===== config.mk =====
export PLATFORM = sky130hd
export DESIGN_NAME = tcb_top
export DESIGN_NICKNAME = d
export VERILOG_FILES = /design/src/tcb_pkg.sv /design/src/tcb_top.sv /design/src/tcb_mem.sv /design/src/tcb_logsize2byteena.sv
export VERILOG_INCLUDE_DIRS = /design/src
export SDC_FILE = /design/constraint.sdc
export NUM_CORES = 2
export LEC_CHECK = 0
export BUFFER_PORTS_ARGS = -buffer_cell sky130_fd_sc_hd__buf_2
export CORE_MARGIN = 1.5
export CORE_UTILIZATION = 25
export CTS_CLUSTER_DIAMETER = 40
export DETAILED_ROUTE_END_ITERATION = 10
export GPL_TIMING_DRIVEN = 0
export MAX_ROUTING_LAYER = met4
export PLACE_DENSITY = 0.51
export SETUP_SLACK_MARGIN = 0.15
export SKIP_LAST_GASP = 1
export SLEW_MARGIN = 20
export SYNTH_ARGS = -nofsm -noshare
export SYNTH_HDL_FRONTEND = slang
export SYNTH_SLANG_ARGS = --single-unit

===== constraint.sdc =====
create_clock -name clk -period 6.6 [get_ports clk]
set_input_delay 0.66 -clock clk [delete_from_list [all_inputs] [get_ports clk]]
set_output_delay 0.66 -clock clk [all_outputs]
set_load 0.02 [all_outputs]

===== src/tcb_defs.svh =====
/*
 * TCB shared sizing macros
 * bus address and data width, byte offset width,
 * memory depth and handshake to response delay
 */

`ifndef TCB_DEFS_SVH
`define TCB_DEFS_SVH

//////////////////////////////////////////////////
// bus geometry
//////////////////////////////////////////////////

// byte address width
`define TCB_ADR_W 32
// bytes per data word
`define TCB_BEN 4
// width of byte offset inside a word, log2 of TCB_BEN
`define TCB_MAX 2

//////////////////////////////////////////////////
// subordinate
//////////////////////////////////////////////////

// memory depth in words, 256 bytes
`define TCB_MEM_WORDS 64
// cycles from handshake to response
`define TCB_HSK_DLY 1

`endif

===== src/tcb_pkg.sv =====
/*
 * TCB package
 * shared bus types: endianness, transfer size,
 * response status and the data byte
 */

`default_nettype none

package tcb_pkg;

  //////////////////////////////////////////////////
  // request side types
  //////////////////////////////////////////////////

  // endianness of a transfer
  typedef enum logic {
    TCB_LITTLE = 1'b0,
    TCB_BIG    = 1'b1
  } tcb_ndn_t;

  // logarithmic transfer size
  // 0 -> 1 byte, 1 -> 2 bytes, 2 -> 4 bytes
  typedef logic [1:0] tcb_siz_t;

  //////////////////////////////////////////////////
  // response side types
  //////////////////////////////////////////////////

  // response status
  typedef enum logic {
    TCB_STS_OK  = 1'b0,
    TCB_STS_ERR = 1'b1
  } tcb_sts_t;

  //////////////////////////////////////////////////
  // data
  //////////////////////////////////////////////////

  // one byte lane, data buses are packed arrays of these
  typedef logic [7:0] tcb_byte_t;

endpackage : tcb_pkg

`default_nettype wire


===== src/tcb_top.sv =====
/*
 * TCB subsystem top
 * size to byte enable converter in front of the memory
 */

`timescale 1ns/1ps
`default_nettype none

`include "tcb_defs.svh"

module tcb_top
  import tcb_pkg::*;
#(
  parameter bit ALIGNED = 1'b0
)(
  input  logic                          clk,
  input  logic                          rst,
  input  logic                          stall,
  // manager request
  input  logic                          vld,
  input  logic                          wen,
  input  logic [`TCB_ADR_W-1:0]         adr,
  input  tcb_siz_t                      siz,
  input  tcb_ndn_t                      ndn,
  input  tcb_byte_t [`TCB_BEN-1:0]      wdt,
  // handshake and response
  output logic                          rdy,
  output tcb_byte_t [`TCB_BEN-1:0]      rdt,
  output tcb_sts_t                      sts
);

  //////////////////////////////////////////////////
  // byte enable bus
  //////////////////////////////////////////////////

  logic                     mem_vld;
  logic                     mem_wen;
  logic [`TCB_ADR_W-1:0]    mem_adr;
  logic [`TCB_BEN-1:0]      mem_ben;
  tcb_byte_t [`TCB_BEN-1:0] mem_wdt;
  logic                     mem_rdy;
  tcb_byte_t [`TCB_BEN-1:0] mem_rdt;
  tcb_sts_t                 mem_sts;

  tcb_logsize2byteena #(
    .ALIGNED (ALIGNED)
  ) u_conv (
    .clk     (clk),
    .rst     (rst),
    .vld     (vld),
    .wen     (wen),
    .adr     (adr),
    .siz     (siz),
    .ndn     (ndn),
    .wdt     (wdt),
    .rdy     (rdy),
    .rdt     (rdt),
    .sts     (sts),
    .mem_vld (mem_vld),
    .mem_wen (mem_wen),
    .mem_adr (mem_adr),
    .mem_ben (mem_ben),
    .mem_wdt (mem_wdt),
    .mem_rdy (mem_rdy),
    .mem_rdt (mem_rdt),
    .mem_sts (mem_sts)
  );

  tcb_mem u_mem (
    .clk     (clk),
    .rst     (rst),
    .stall   (stall),
    .mem_vld (mem_vld),
    .mem_wen (mem_wen),
    .mem_adr (mem_adr),
    .mem_ben (mem_ben),
    .mem_wdt (mem_wdt),
    .mem_rdy (mem_rdy),
    .mem_rdt (mem_rdt),
    .mem_sts (mem_sts)
  );

endmodule : tcb_top

`default_nettype wire


===== src/tcb_mem.sv =====
/*
 * TCB byte enable memory subordinate
 * word array written per byte lane, read data and status
 * registered at the handshake, out of range flagged as error
 */

`timescale 1ns/1ps
`default_nettype none

`include "tcb_defs.svh"

module tcb_mem
  import tcb_pkg::*;
(
  input  logic                          clk,
  input  logic                          rst,
  // back pressure from the testbench
  input  logic                          stall,
  // byte enable request
  input  logic                          mem_vld,
  input  logic                          mem_wen,
  input  logic [`TCB_ADR_W-1:0]         mem_adr,
  input  logic [`TCB_BEN-1:0]           mem_ben,
  input  tcb_byte_t [`TCB_BEN-1:0]      mem_wdt,
  output logic                          mem_rdy,
  // response
  output tcb_byte_t [`TCB_BEN-1:0]      mem_rdt,
  output tcb_sts_t                      mem_sts
);

  // word index width
  localparam int unsigned IDX_W = $clog2(`TCB_MEM_WORDS);

  //////////////////////////////////////////////////
  // decode
  //////////////////////////////////////////////////

  logic             hsk;
  logic             adr_ok;
  logic [IDX_W-1:0] idx;

  // storage
  tcb_byte_t [`TCB_BEN-1:0] mem_array [`TCB_MEM_WORDS];

  assign mem_rdy = ~stall;
  assign hsk     = mem_vld & mem_rdy;

  // anything above the top word is out of range
  assign adr_ok = (mem_adr >> (`TCB_MAX + IDX_W)) == '0;
  assign idx    = mem_adr[`TCB_MAX +: IDX_W];

  //////////////////////////////////////////////////
  // write
  //////////////////////////////////////////////////

  always_ff @(posedge clk) begin
    if (hsk && mem_wen && adr_ok) begin
      for (int unsigned b = 0; b < `TCB_BEN; b++) begin
        if (mem_ben[b]) begin
          mem_array[idx][b] <= mem_wdt[b];
        end
      end
    end
  end

  //////////////////////////////////////////////////
  // response
  //////////////////////////////////////////////////

  // held until the next handshake
  always_ff @(posedge clk) begin
    if (rst) begin
      mem_rdt <= '0;
      mem_sts <= TCB_STS_OK;
    end else if (hsk) begin
      // old word contents on a write
      mem_rdt <= adr_ok ? mem_array[idx] : '0;
      mem_sts <= adr_ok ? TCB_STS_OK : TCB_STS_ERR;
    end
  end

endmodule : tcb_mem

`default_nettype wire


===== src/tcb_logsize2byteena.sv =====
/*
 * TCB logarithmic size to byte enable converter
 * rotates write data onto byte lanes, builds byte enables
 * and rotates read data back using the offset and endianness
 * registered at each handshake
 */

`timescale 1ns/1ps
`default_nettype none

`include "tcb_defs.svh"

module tcb_logsize2byteena
  import tcb_pkg::*;
#(
  // aligned variant maps better onto FPGA muxes
  parameter bit ALIGNED = 1'b0
)(
  input  logic                          clk,
  input  logic                          rst,
  // manager side, logarithmic size
  input  logic                          vld,
  input  logic                          wen,
  input  logic [`TCB_ADR_W-1:0]         adr,
  input  tcb_siz_t                      siz,
  input  tcb_ndn_t                      ndn,
  input  tcb_byte_t [`TCB_BEN-1:0]      wdt,
  output logic                          rdy,
  output tcb_byte_t [`TCB_BEN-1:0]      rdt,
  output tcb_sts_t                      sts,
  // memory side, byte enables
  output logic                          mem_vld,
  output logic                          mem_wen,
  output logic [`TCB_ADR_W-1:0]         mem_adr,
  output logic [`TCB_BEN-1:0]           mem_ben,
  output tcb_byte_t [`TCB_BEN-1:0]      mem_wdt,
  input  logic                          mem_rdy,
  input  tcb_byte_t [`TCB_BEN-1:0]      mem_rdt,
  input  tcb_sts_t                      mem_sts
);

  //////////////////////////////////////////////////
  // pass through
  //////////////////////////////////////////////////

  assign mem_vld = vld;
  assign mem_wen = wen;
  assign mem_adr = adr;

  // response side
  assign rdy = mem_rdy;
  assign sts = mem_sts;

  //////////////////////////////////////////////////
  // offset tracking
  //////////////////////////////////////////////////

  logic                hsk;
  logic [`TCB_MAX-1:0] req_off;
  logic [`TCB_MAX-1:0] rsp_off;
  // stage 0 is the live request
  logic [`TCB_MAX-1:0] off_dly [0:`TCB_HSK_DLY];

  assign hsk     = vld & rdy;
  assign req_off = adr[`TCB_MAX-1:0];

  assign off_dly[0] = req_off;

  // one stage per response delay cycle, advanced by handshakes
  always_ff @(posedge clk) begin
    if (rst) begin
      for (int unsigned d = 1; d <= `TCB_HSK_DLY; d++) begin
        off_dly[d] <= '0;
      end
    end else if (hsk) begin
      for (int unsigned d = 1; d <= `TCB_HSK_DLY; d++) begin
        off_dly[d] <= off_dly[d-1];
      end
    end
  end

  assign rsp_off = off_dly[`TCB_HSK_DLY];

  //////////////////////////////////////////////////
  // lane multiplexers
  //////////////////////////////////////////////////

  if (ALIGNED) begin : g_aligned

    // offset bits at or above the size stay significant
    logic [`TCB_MAX-1:0] req_msk;

    // prefix OR from msb down
    function automatic logic [`TCB_MAX-1:0] prefix_or(input logic [`TCB_MAX-1:0] val);
      logic [`TCB_MAX-1:0] res;
      res[`TCB_MAX-1] = val[`TCB_MAX-1];
      for (int i = `TCB_MAX-1; i > 0; i--) begin
        res[i-1] = res[i] | val[i-1];
      end
      return res;
    endfunction

    always_comb begin
      for (int unsigned i = 0; i < `TCB_MAX; i++) begin
        req_msk[i] = (i >= siz);
      end
    end

    // byte enables and write data, little endian only
    always_comb begin
      logic [`TCB_MAX-1:0] lane;
      for (int unsigned i = 0; i < `TCB_BEN; i++) begin
        lane       = `TCB_MAX'(i);
        mem_ben[i] = (req_off & req_msk) == (lane & req_msk);
        mem_wdt[i] = wdt[lane & ~req_msk];
      end
    end

    // read data back to low bytes
    always_comb begin
      logic [`TCB_MAX-1:0] lane;
      for (int unsigned i = 0; i < `TCB_BEN; i++) begin
        lane   = `TCB_MAX'(i);
        rdt[i] = mem_rdt[(~prefix_or(lane) & rsp_off) | lane];
      end
    end

  end : g_aligned
  else begin : g_unaligned

    // enables before rotation
    logic [`TCB_BEN-1:0] sub_ben;
    // endianness pipeline, matches the offset stages
    tcb_ndn_t            ndn_dly [0:`TCB_HSK_DLY];

    assign ndn_dly[0] = ndn;

    always_ff @(posedge clk) begin
      if (rst) begin
        for (int unsigned d = 1; d <= `TCB_HSK_DLY; d++) begin
          ndn_dly[d] <= TCB_LITTLE;
        end
      end else if (hsk) begin
        for (int unsigned d = 1; d <= `TCB_HSK_DLY; d++) begin
          ndn_dly[d] <= ndn_dly[d-1];
        end
      end
    end

    // low 2**siz bytes enabled
    always_comb begin
      for (int unsigned i = 0; i < `TCB_BEN; i++) begin
        sub_ben[i] = (i < (32'd1 << siz));
      end
    end

    // modulo arithmetic comes free from the offset width
    always_comb begin
      logic [`TCB_MAX-1:0] lane;
      logic [`TCB_MAX-1:0] src;
      for (int unsigned i = 0; i < `TCB_BEN; i++) begin
        lane       = `TCB_MAX'(i);
        src        = (ndn == TCB_BIG) ? (req_off - lane) : (lane - req_off);
        mem_ben[i] = sub_ben[src];
        mem_wdt[i] = wdt[src];
      end
    end

    // read rotation with registered offset and endianness
    always_comb begin
      logic [`TCB_MAX-1:0] lane;
      logic [`TCB_MAX-1:0] sum;
      for (int unsigned i = 0; i < `TCB_BEN; i++) begin
        lane   = `TCB_MAX'(i);
        sum    = lane + rsp_off;
        rdt[i] = (ndn_dly[`TCB_HSK_DLY] == TCB_BIG) ? mem_rdt[-sum] : mem_rdt[sum];
      end
    end

  end : g_unaligned

endmodule : tcb_logsize2byteena

`default_nettype wire


* After elaboration in Yosys (flattened, before gate mapping)
Memory sizes are Yosys's and may differ from the RTL's. Index checks and enable logic that the tools add are counted.
Word-level totals: memory bits (writable) 2048, memories kept 1, word-level logic and storage cells 98, flip-flop bits (word level) 36, output and inout bits 34, bits of input ports 72
Cells by class: bitwise logic cells 2, reductions and logical operators 3, shifts and indexed selects 1, magnitude comparators 16, muxes and demuxes 54, add/sub/neg operators 14
Memories:
- u_mem.mem_array | depth 64, bits a word 32, rd ports 1, clocked after memory_dff 0, wr ports 1, line tcb_mem.sv:43 | tcb_byte_t [`TCB_BEN-1:0] mem_array [`TCB_MEM_WORDS];
Operator list (number):
- binary-select mux 8 bit (select 2 bit) | 12
- two-way mux 8 bit | 16
- < comparator 1 x 32 -> 1 bit (first input constant) | 2
- < comparator 2 x 32 -> 1 bit (first input constant) | 2
- < comparator 2 x 3 -> 1 bit (second input constant) | 12
- logical NOT 32 bit | 1
- two-way mux 32 bit | 1
- << shifter 1 x 2 -> 32 bit (first input constant) | 1
- two-way mux 1 bit | 17
- binary-select mux 1 bit (select 2 bit) | 4
- two-way mux 2 bit | 4
- negation 2 bit | 4
- adder 2 bit (first input constant) | 2
- subtractor 1 x 2 -> 2 bit (first input constant) | 2
- subtractor 2 bit (first input constant) | 2
- subtractor 2 bit (second input constant) | 2
- adder 1 x 2 -> 2 bit (first input constant) | 1
- logical AND 1 bit | 2
- subtractor 2 x 1 -> 2 bit (second input constant) | 1
- AND 1 bit | 1
- inverter 1 bit | 1

* Longest topological paths before layout
word-level depth 7, gate-level depth with buffers 9, mapped depth without buffers 6

* Hierarchy
From an unflattened synthesis, not the netlist that was laid out.
Unflattened totals: cell total of the unflattened synthesis 5085, area, all modules 82228.9 um^2
Modules (own cells, without submodules):
- tcb_mem | instances 1, cells each 4663, area each 79555.0 um^2, seq. area each 62159.6 um^2
- tcb_logsize2byteena | instances 1, cells each 422, area each 2673.8 um^2, seq. area each 60.1 um^2

* Least setup slack after synthesis
No wires, ideal clock.
path type input-to-reg, from input port ndn, to memory u_mem.mem_array[0][10] in the netlist's numbering (data pin), required time 5.899 ns, arrival 4.166 ns, stages 5, setup time 0.701 ns, path buffers 1, slack 1.732 ns, cells stage by stage nor2b_1 > xnor2_2 > buf_2 > mux2i_1 > o21ai_0
RTL lines:
- start, declared | line tcb_top.sv:24 | input tcb_ndn_t ndn,
- end, declared | line tcb_mem.sv:43

==> key figures <==
Clock tree
  – H-tree depth: 5
  – Clock slew at reported path FFs: roughly 40 ps
  – Root Driver: clkbuf_16
  – Hold_buf cts: 0
  – CTS tree: yes
  – Worst skew pair latency: around 900 ps
  – CTS Buf Count: 313
  – Post-CTS Setup Inserts: 0
  – Clock sinks: 2084
  – Post-CTS sizing: 0
  – CTS max path bufs: 4

Die
  – Die Ht: 576.8 microns
  – Core ar.: ~330000 sq um
  – Initial Util: 0.2514
  – Ports: 106
  – Die X: about 580 microns
  – Die area: approximately 330000 sq um
  – Row count: 210

Pwr
  – Power consumption: 0.03391 W
  – Leakage: roughly 32 nW
  – Pwr Density: about 330 nW/um^2
  – VDD IR max: 222.3 uV

GRT
  – Total GRT Usage: 0.1895
  – Largest net degree at the start of global routing: 33
  – GRT overflow: 0
  – Number of global-route vias before repair: 50390
  – First-pass GRT wire length: ~420000 microns
  – Antenna violations before repair: 24

STA
  – RSZ-0062 raised after global routing: no
  – Setup TNS: 0 ps
  – Finish-stage setup viols: 0
  – Min Hold Slack: 91.64 ps
  – Hold Vio Cnt, Final: 0
  – Clock Skew: between 40 and 50 ps
  – Min Tclk post-route: 4524 ps
  – Fin crit share: 0.6855
  – Slew HR: 0.1306
  – Max-slew violation count: 0
  – Actual slew at the worst max-slew pin: approximately 1300 ps
  – Max Freq: approximately 0.22 GHz

Critical path
  – Critical path endpoint category: primary output
  – WP data required: roughly 6000 ps
  – Type of the worst setup path: reg -> out
  – Worst R2R Path Depth: 6
  – Arr. time, crit path: slightly below 4000 ps
  – Crit-path max cell delay: slightly below 700 ps
  – R2r endpoint: u_mem.mem_rdt[30]$_SDFFE_PP0N_
  – Slowest CP cell: a31oi_1
  – FF-to-FF Start: u_mem.mem_array[7][30]$_DFFE_PP_
  – Flop2flop setup slack: about 3600 ps
  – Ordered list of cells on the worst path: clkbuf_1, clkbuf_1, clkbuf_1, a211oi_1, a31oi_1, buf_2
  – Crit. Startpoint: u_conv.rsp_off[1]$_SDFFE_PP0N_
  – Critical path peak fanout: 10
  – Setup crit start kind: flip-flop
  – Setup crit end: rdt[6]
  – Most frequent CP cell: clkbuf_1

Detailed routing
  – WL/cell: 31.21 microns
  – First drt pass iteration count: 6
  – DRT antenna net count: 0
  – Vias/cell: 5.190
  – Post-Route WL: between 300000 and 400000 microns
  – Via count: approximately 52000
  – First-iteration detailed-routing DRC count: slightly below 7000
  – Remaining DRCs: 0

Finish
  – Share of cells above drive strength 1: 0.1741
  – Nets: roughly 5600
  – Fill cells: ~32000
  – Layout area overhead: 23.89%

Synth
  – Synth cell types: between 50 and 60
  – Register area share after synthesis: 0.7560
  – Number of synthesized flops with an enable pin: 2048
  – Area of the mapped netlist: between 80000 and 90000 sq um
  – Most used DFF post-synth: edfxtp_1
  – Synth Instances: roughly 5000
  – Yosys reg bits: roughly 2100
  – Mean Syn Cell Area: about 17 sq um
  – Async set-or-reset flop fraction in the synthesized netlist: 0
  – Yosys warning total: 0
  – Mapped Nets: 5051

Placed design
  – Placer Congestion: between 1 and 1.5
  – IO Port Bufs: between 100 and 150
  – Post-DP HPWL: approximately 230000 microns

Run
  – Max-cap viol count: 0

Worst hold path
  – HP Class: in -> reg

Outcome
  – Status: completed
[Yosys cell counts, types with 23 or more instances]
library cell	number	area share
buf_2	127	0.0077
o21ai_0	107	0.0065
o221ai_1	31	0.0033
o211ai_1	48	0.0044
o21ai_1	128	0.0078
a221o_1	134	0.016
nor4_1	37	0.0028
a21oi_1	114	0.0069
or2_1	23	0.0017
clkbuf_1	225	0.010
nand2_1	182	0.0083
nor2_1	317	0.014
mux2i_1	510	0.062
o22a_1	152	0.016
o22ai_1	103	0.0078
edfxtp_1	2048	0.75
dfxtp_1	36	0.0088
a22o_1	97	0.010
a221oi_1	369	0.039
[routing by layer]
layer  vias up  global-route usage  part of all wire  wire length [microns]
met2      2892              0.2849              0.45                 141900
met4         0             0.07993             0.046                  14590
li1      21680                   -                 -                      -
met5         -                   -                 0                      0
met1     27240              0.2421              0.41                 128200
met3       603             0.04816             0.096                  30400
[worst min-delay path by stage]
stage                                                 endpoint  cells past startpoint  slack [ps]                            from
floorplan                       u_mem.mem_rdt[10]$_SDFFE_PP0N_                      2         440  u_mem.mem_rdt[10]$_SDFFE_PP0N_
global placement                 u_mem.mem_rdt[2]$_SDFFE_PP0N_                      2         480   u_mem.mem_rdt[2]$_SDFFE_PP0N_
detailed placement              u_mem.mem_rdt[10]$_SDFFE_PP0N_                      2         470  u_mem.mem_rdt[10]$_SDFFE_PP0N_
CTS                 u_conv.g_unaligned.ndn_dly[0]$_SDFFE_PP0N_                      2          70                             rst
global route        u_conv.g_unaligned.ndn_dly[0]$_SDFFE_PP0N_                      2         120                             rst
finish              u_conv.g_unaligned.ndn_dly[0]$_SDFFE_PP0N_                      2          90                             rst
[where the power goes]
part,switching [W],leakage [nW],internal (W)
clock,0.00633,4.89,0.0100
sequential,0.000000596,18.6,0.0148
combinational,0.00197,9.02,0.000834
total,0.00830,32.5,0.0256
[stage by stage]
step | std cells | setup slack [ps] | util | area (sq um)
3_5_place_dp | 9534 | 1834 | 0.2799 | 91630
5_1_grt | 10090 | 1952 | 0.3114 | 101900
2_1_floorplan | 4979 | 1732 | - | 82310
6_report | 10100 | 2076 | 0.3115 | 102000
3_3_place_gp | 9428 | -6090 | 0.2696 | 88260
4_1_cts | 10080 | 1959 | 0.3112 | 101900
[state kept, by name, indices dropped and copies added (netlist names)]
signal and cells:
u_mem.mem_array 2048, u_mem.mem_rdt 32, u_conv.rsp_off 2, u_conv.g_unaligned.ndn_dly 1
u_mem.mem_sts 1
[cell usage in the layout, fill, tap and decap left out, drive strengths merged, types with 36 or more instances in the layout]
cell type  synthesis  final
a21oi            114    114
nor4              38     38
nand2            182    182
buf              170    378
dfxtp             36     36
mux2i            510    510
inv                8     66
edfxtp          2048   2048
nor2             318    318
a22o              97     97
o211ai            48     48
clkbuf           225    566
a221o            134    134
a221oi           371    371
clkinvlp           0     44
clkinv             0     79
o22a             152    152
o21ai            237    237
o22ai            103    103
[cell type report]
type | count | area, sq um | area share
Tap cell | 4346 | 5438 | 0.05333
Antenna cell | 15 | 37.54 | 0.0003681
Inverter | 8 | 30.03 | 0.0002945
Sequential cell | 2084 | 62220 | 0.6102
Buffer | 395 | 1797 | 0.01762
Multi-Input combinational cell | 2492 | 18970 | 0.1861
Clock buffer | 340 | 8019 | 0.07864
Clock inverter | 209 | 2223 | 0.02180
Timing Repair Buffer | 209 | 3234 | 0.03172
[worst max-delay path, delay by kind of cell (launching register included)]
family | cells | cell delay, ps
buffers and inverters | 4 | 1740
DFF | 1 | 360
AOI/OAI and AO/OA | 2 | 850
[logic make-up after synthesis]
family,after synthesis,share of synthesized area
muxes,530,0.06531
DFF,2084,0.7560
buffers and inverters,403,0.02200
and+or+nand+nor,617,0.03200
AOI/OAI and AO/OA,1340,0.1241
xor gates and xnor gates,5,0.0006234
(Power assumes the default switching activity.)
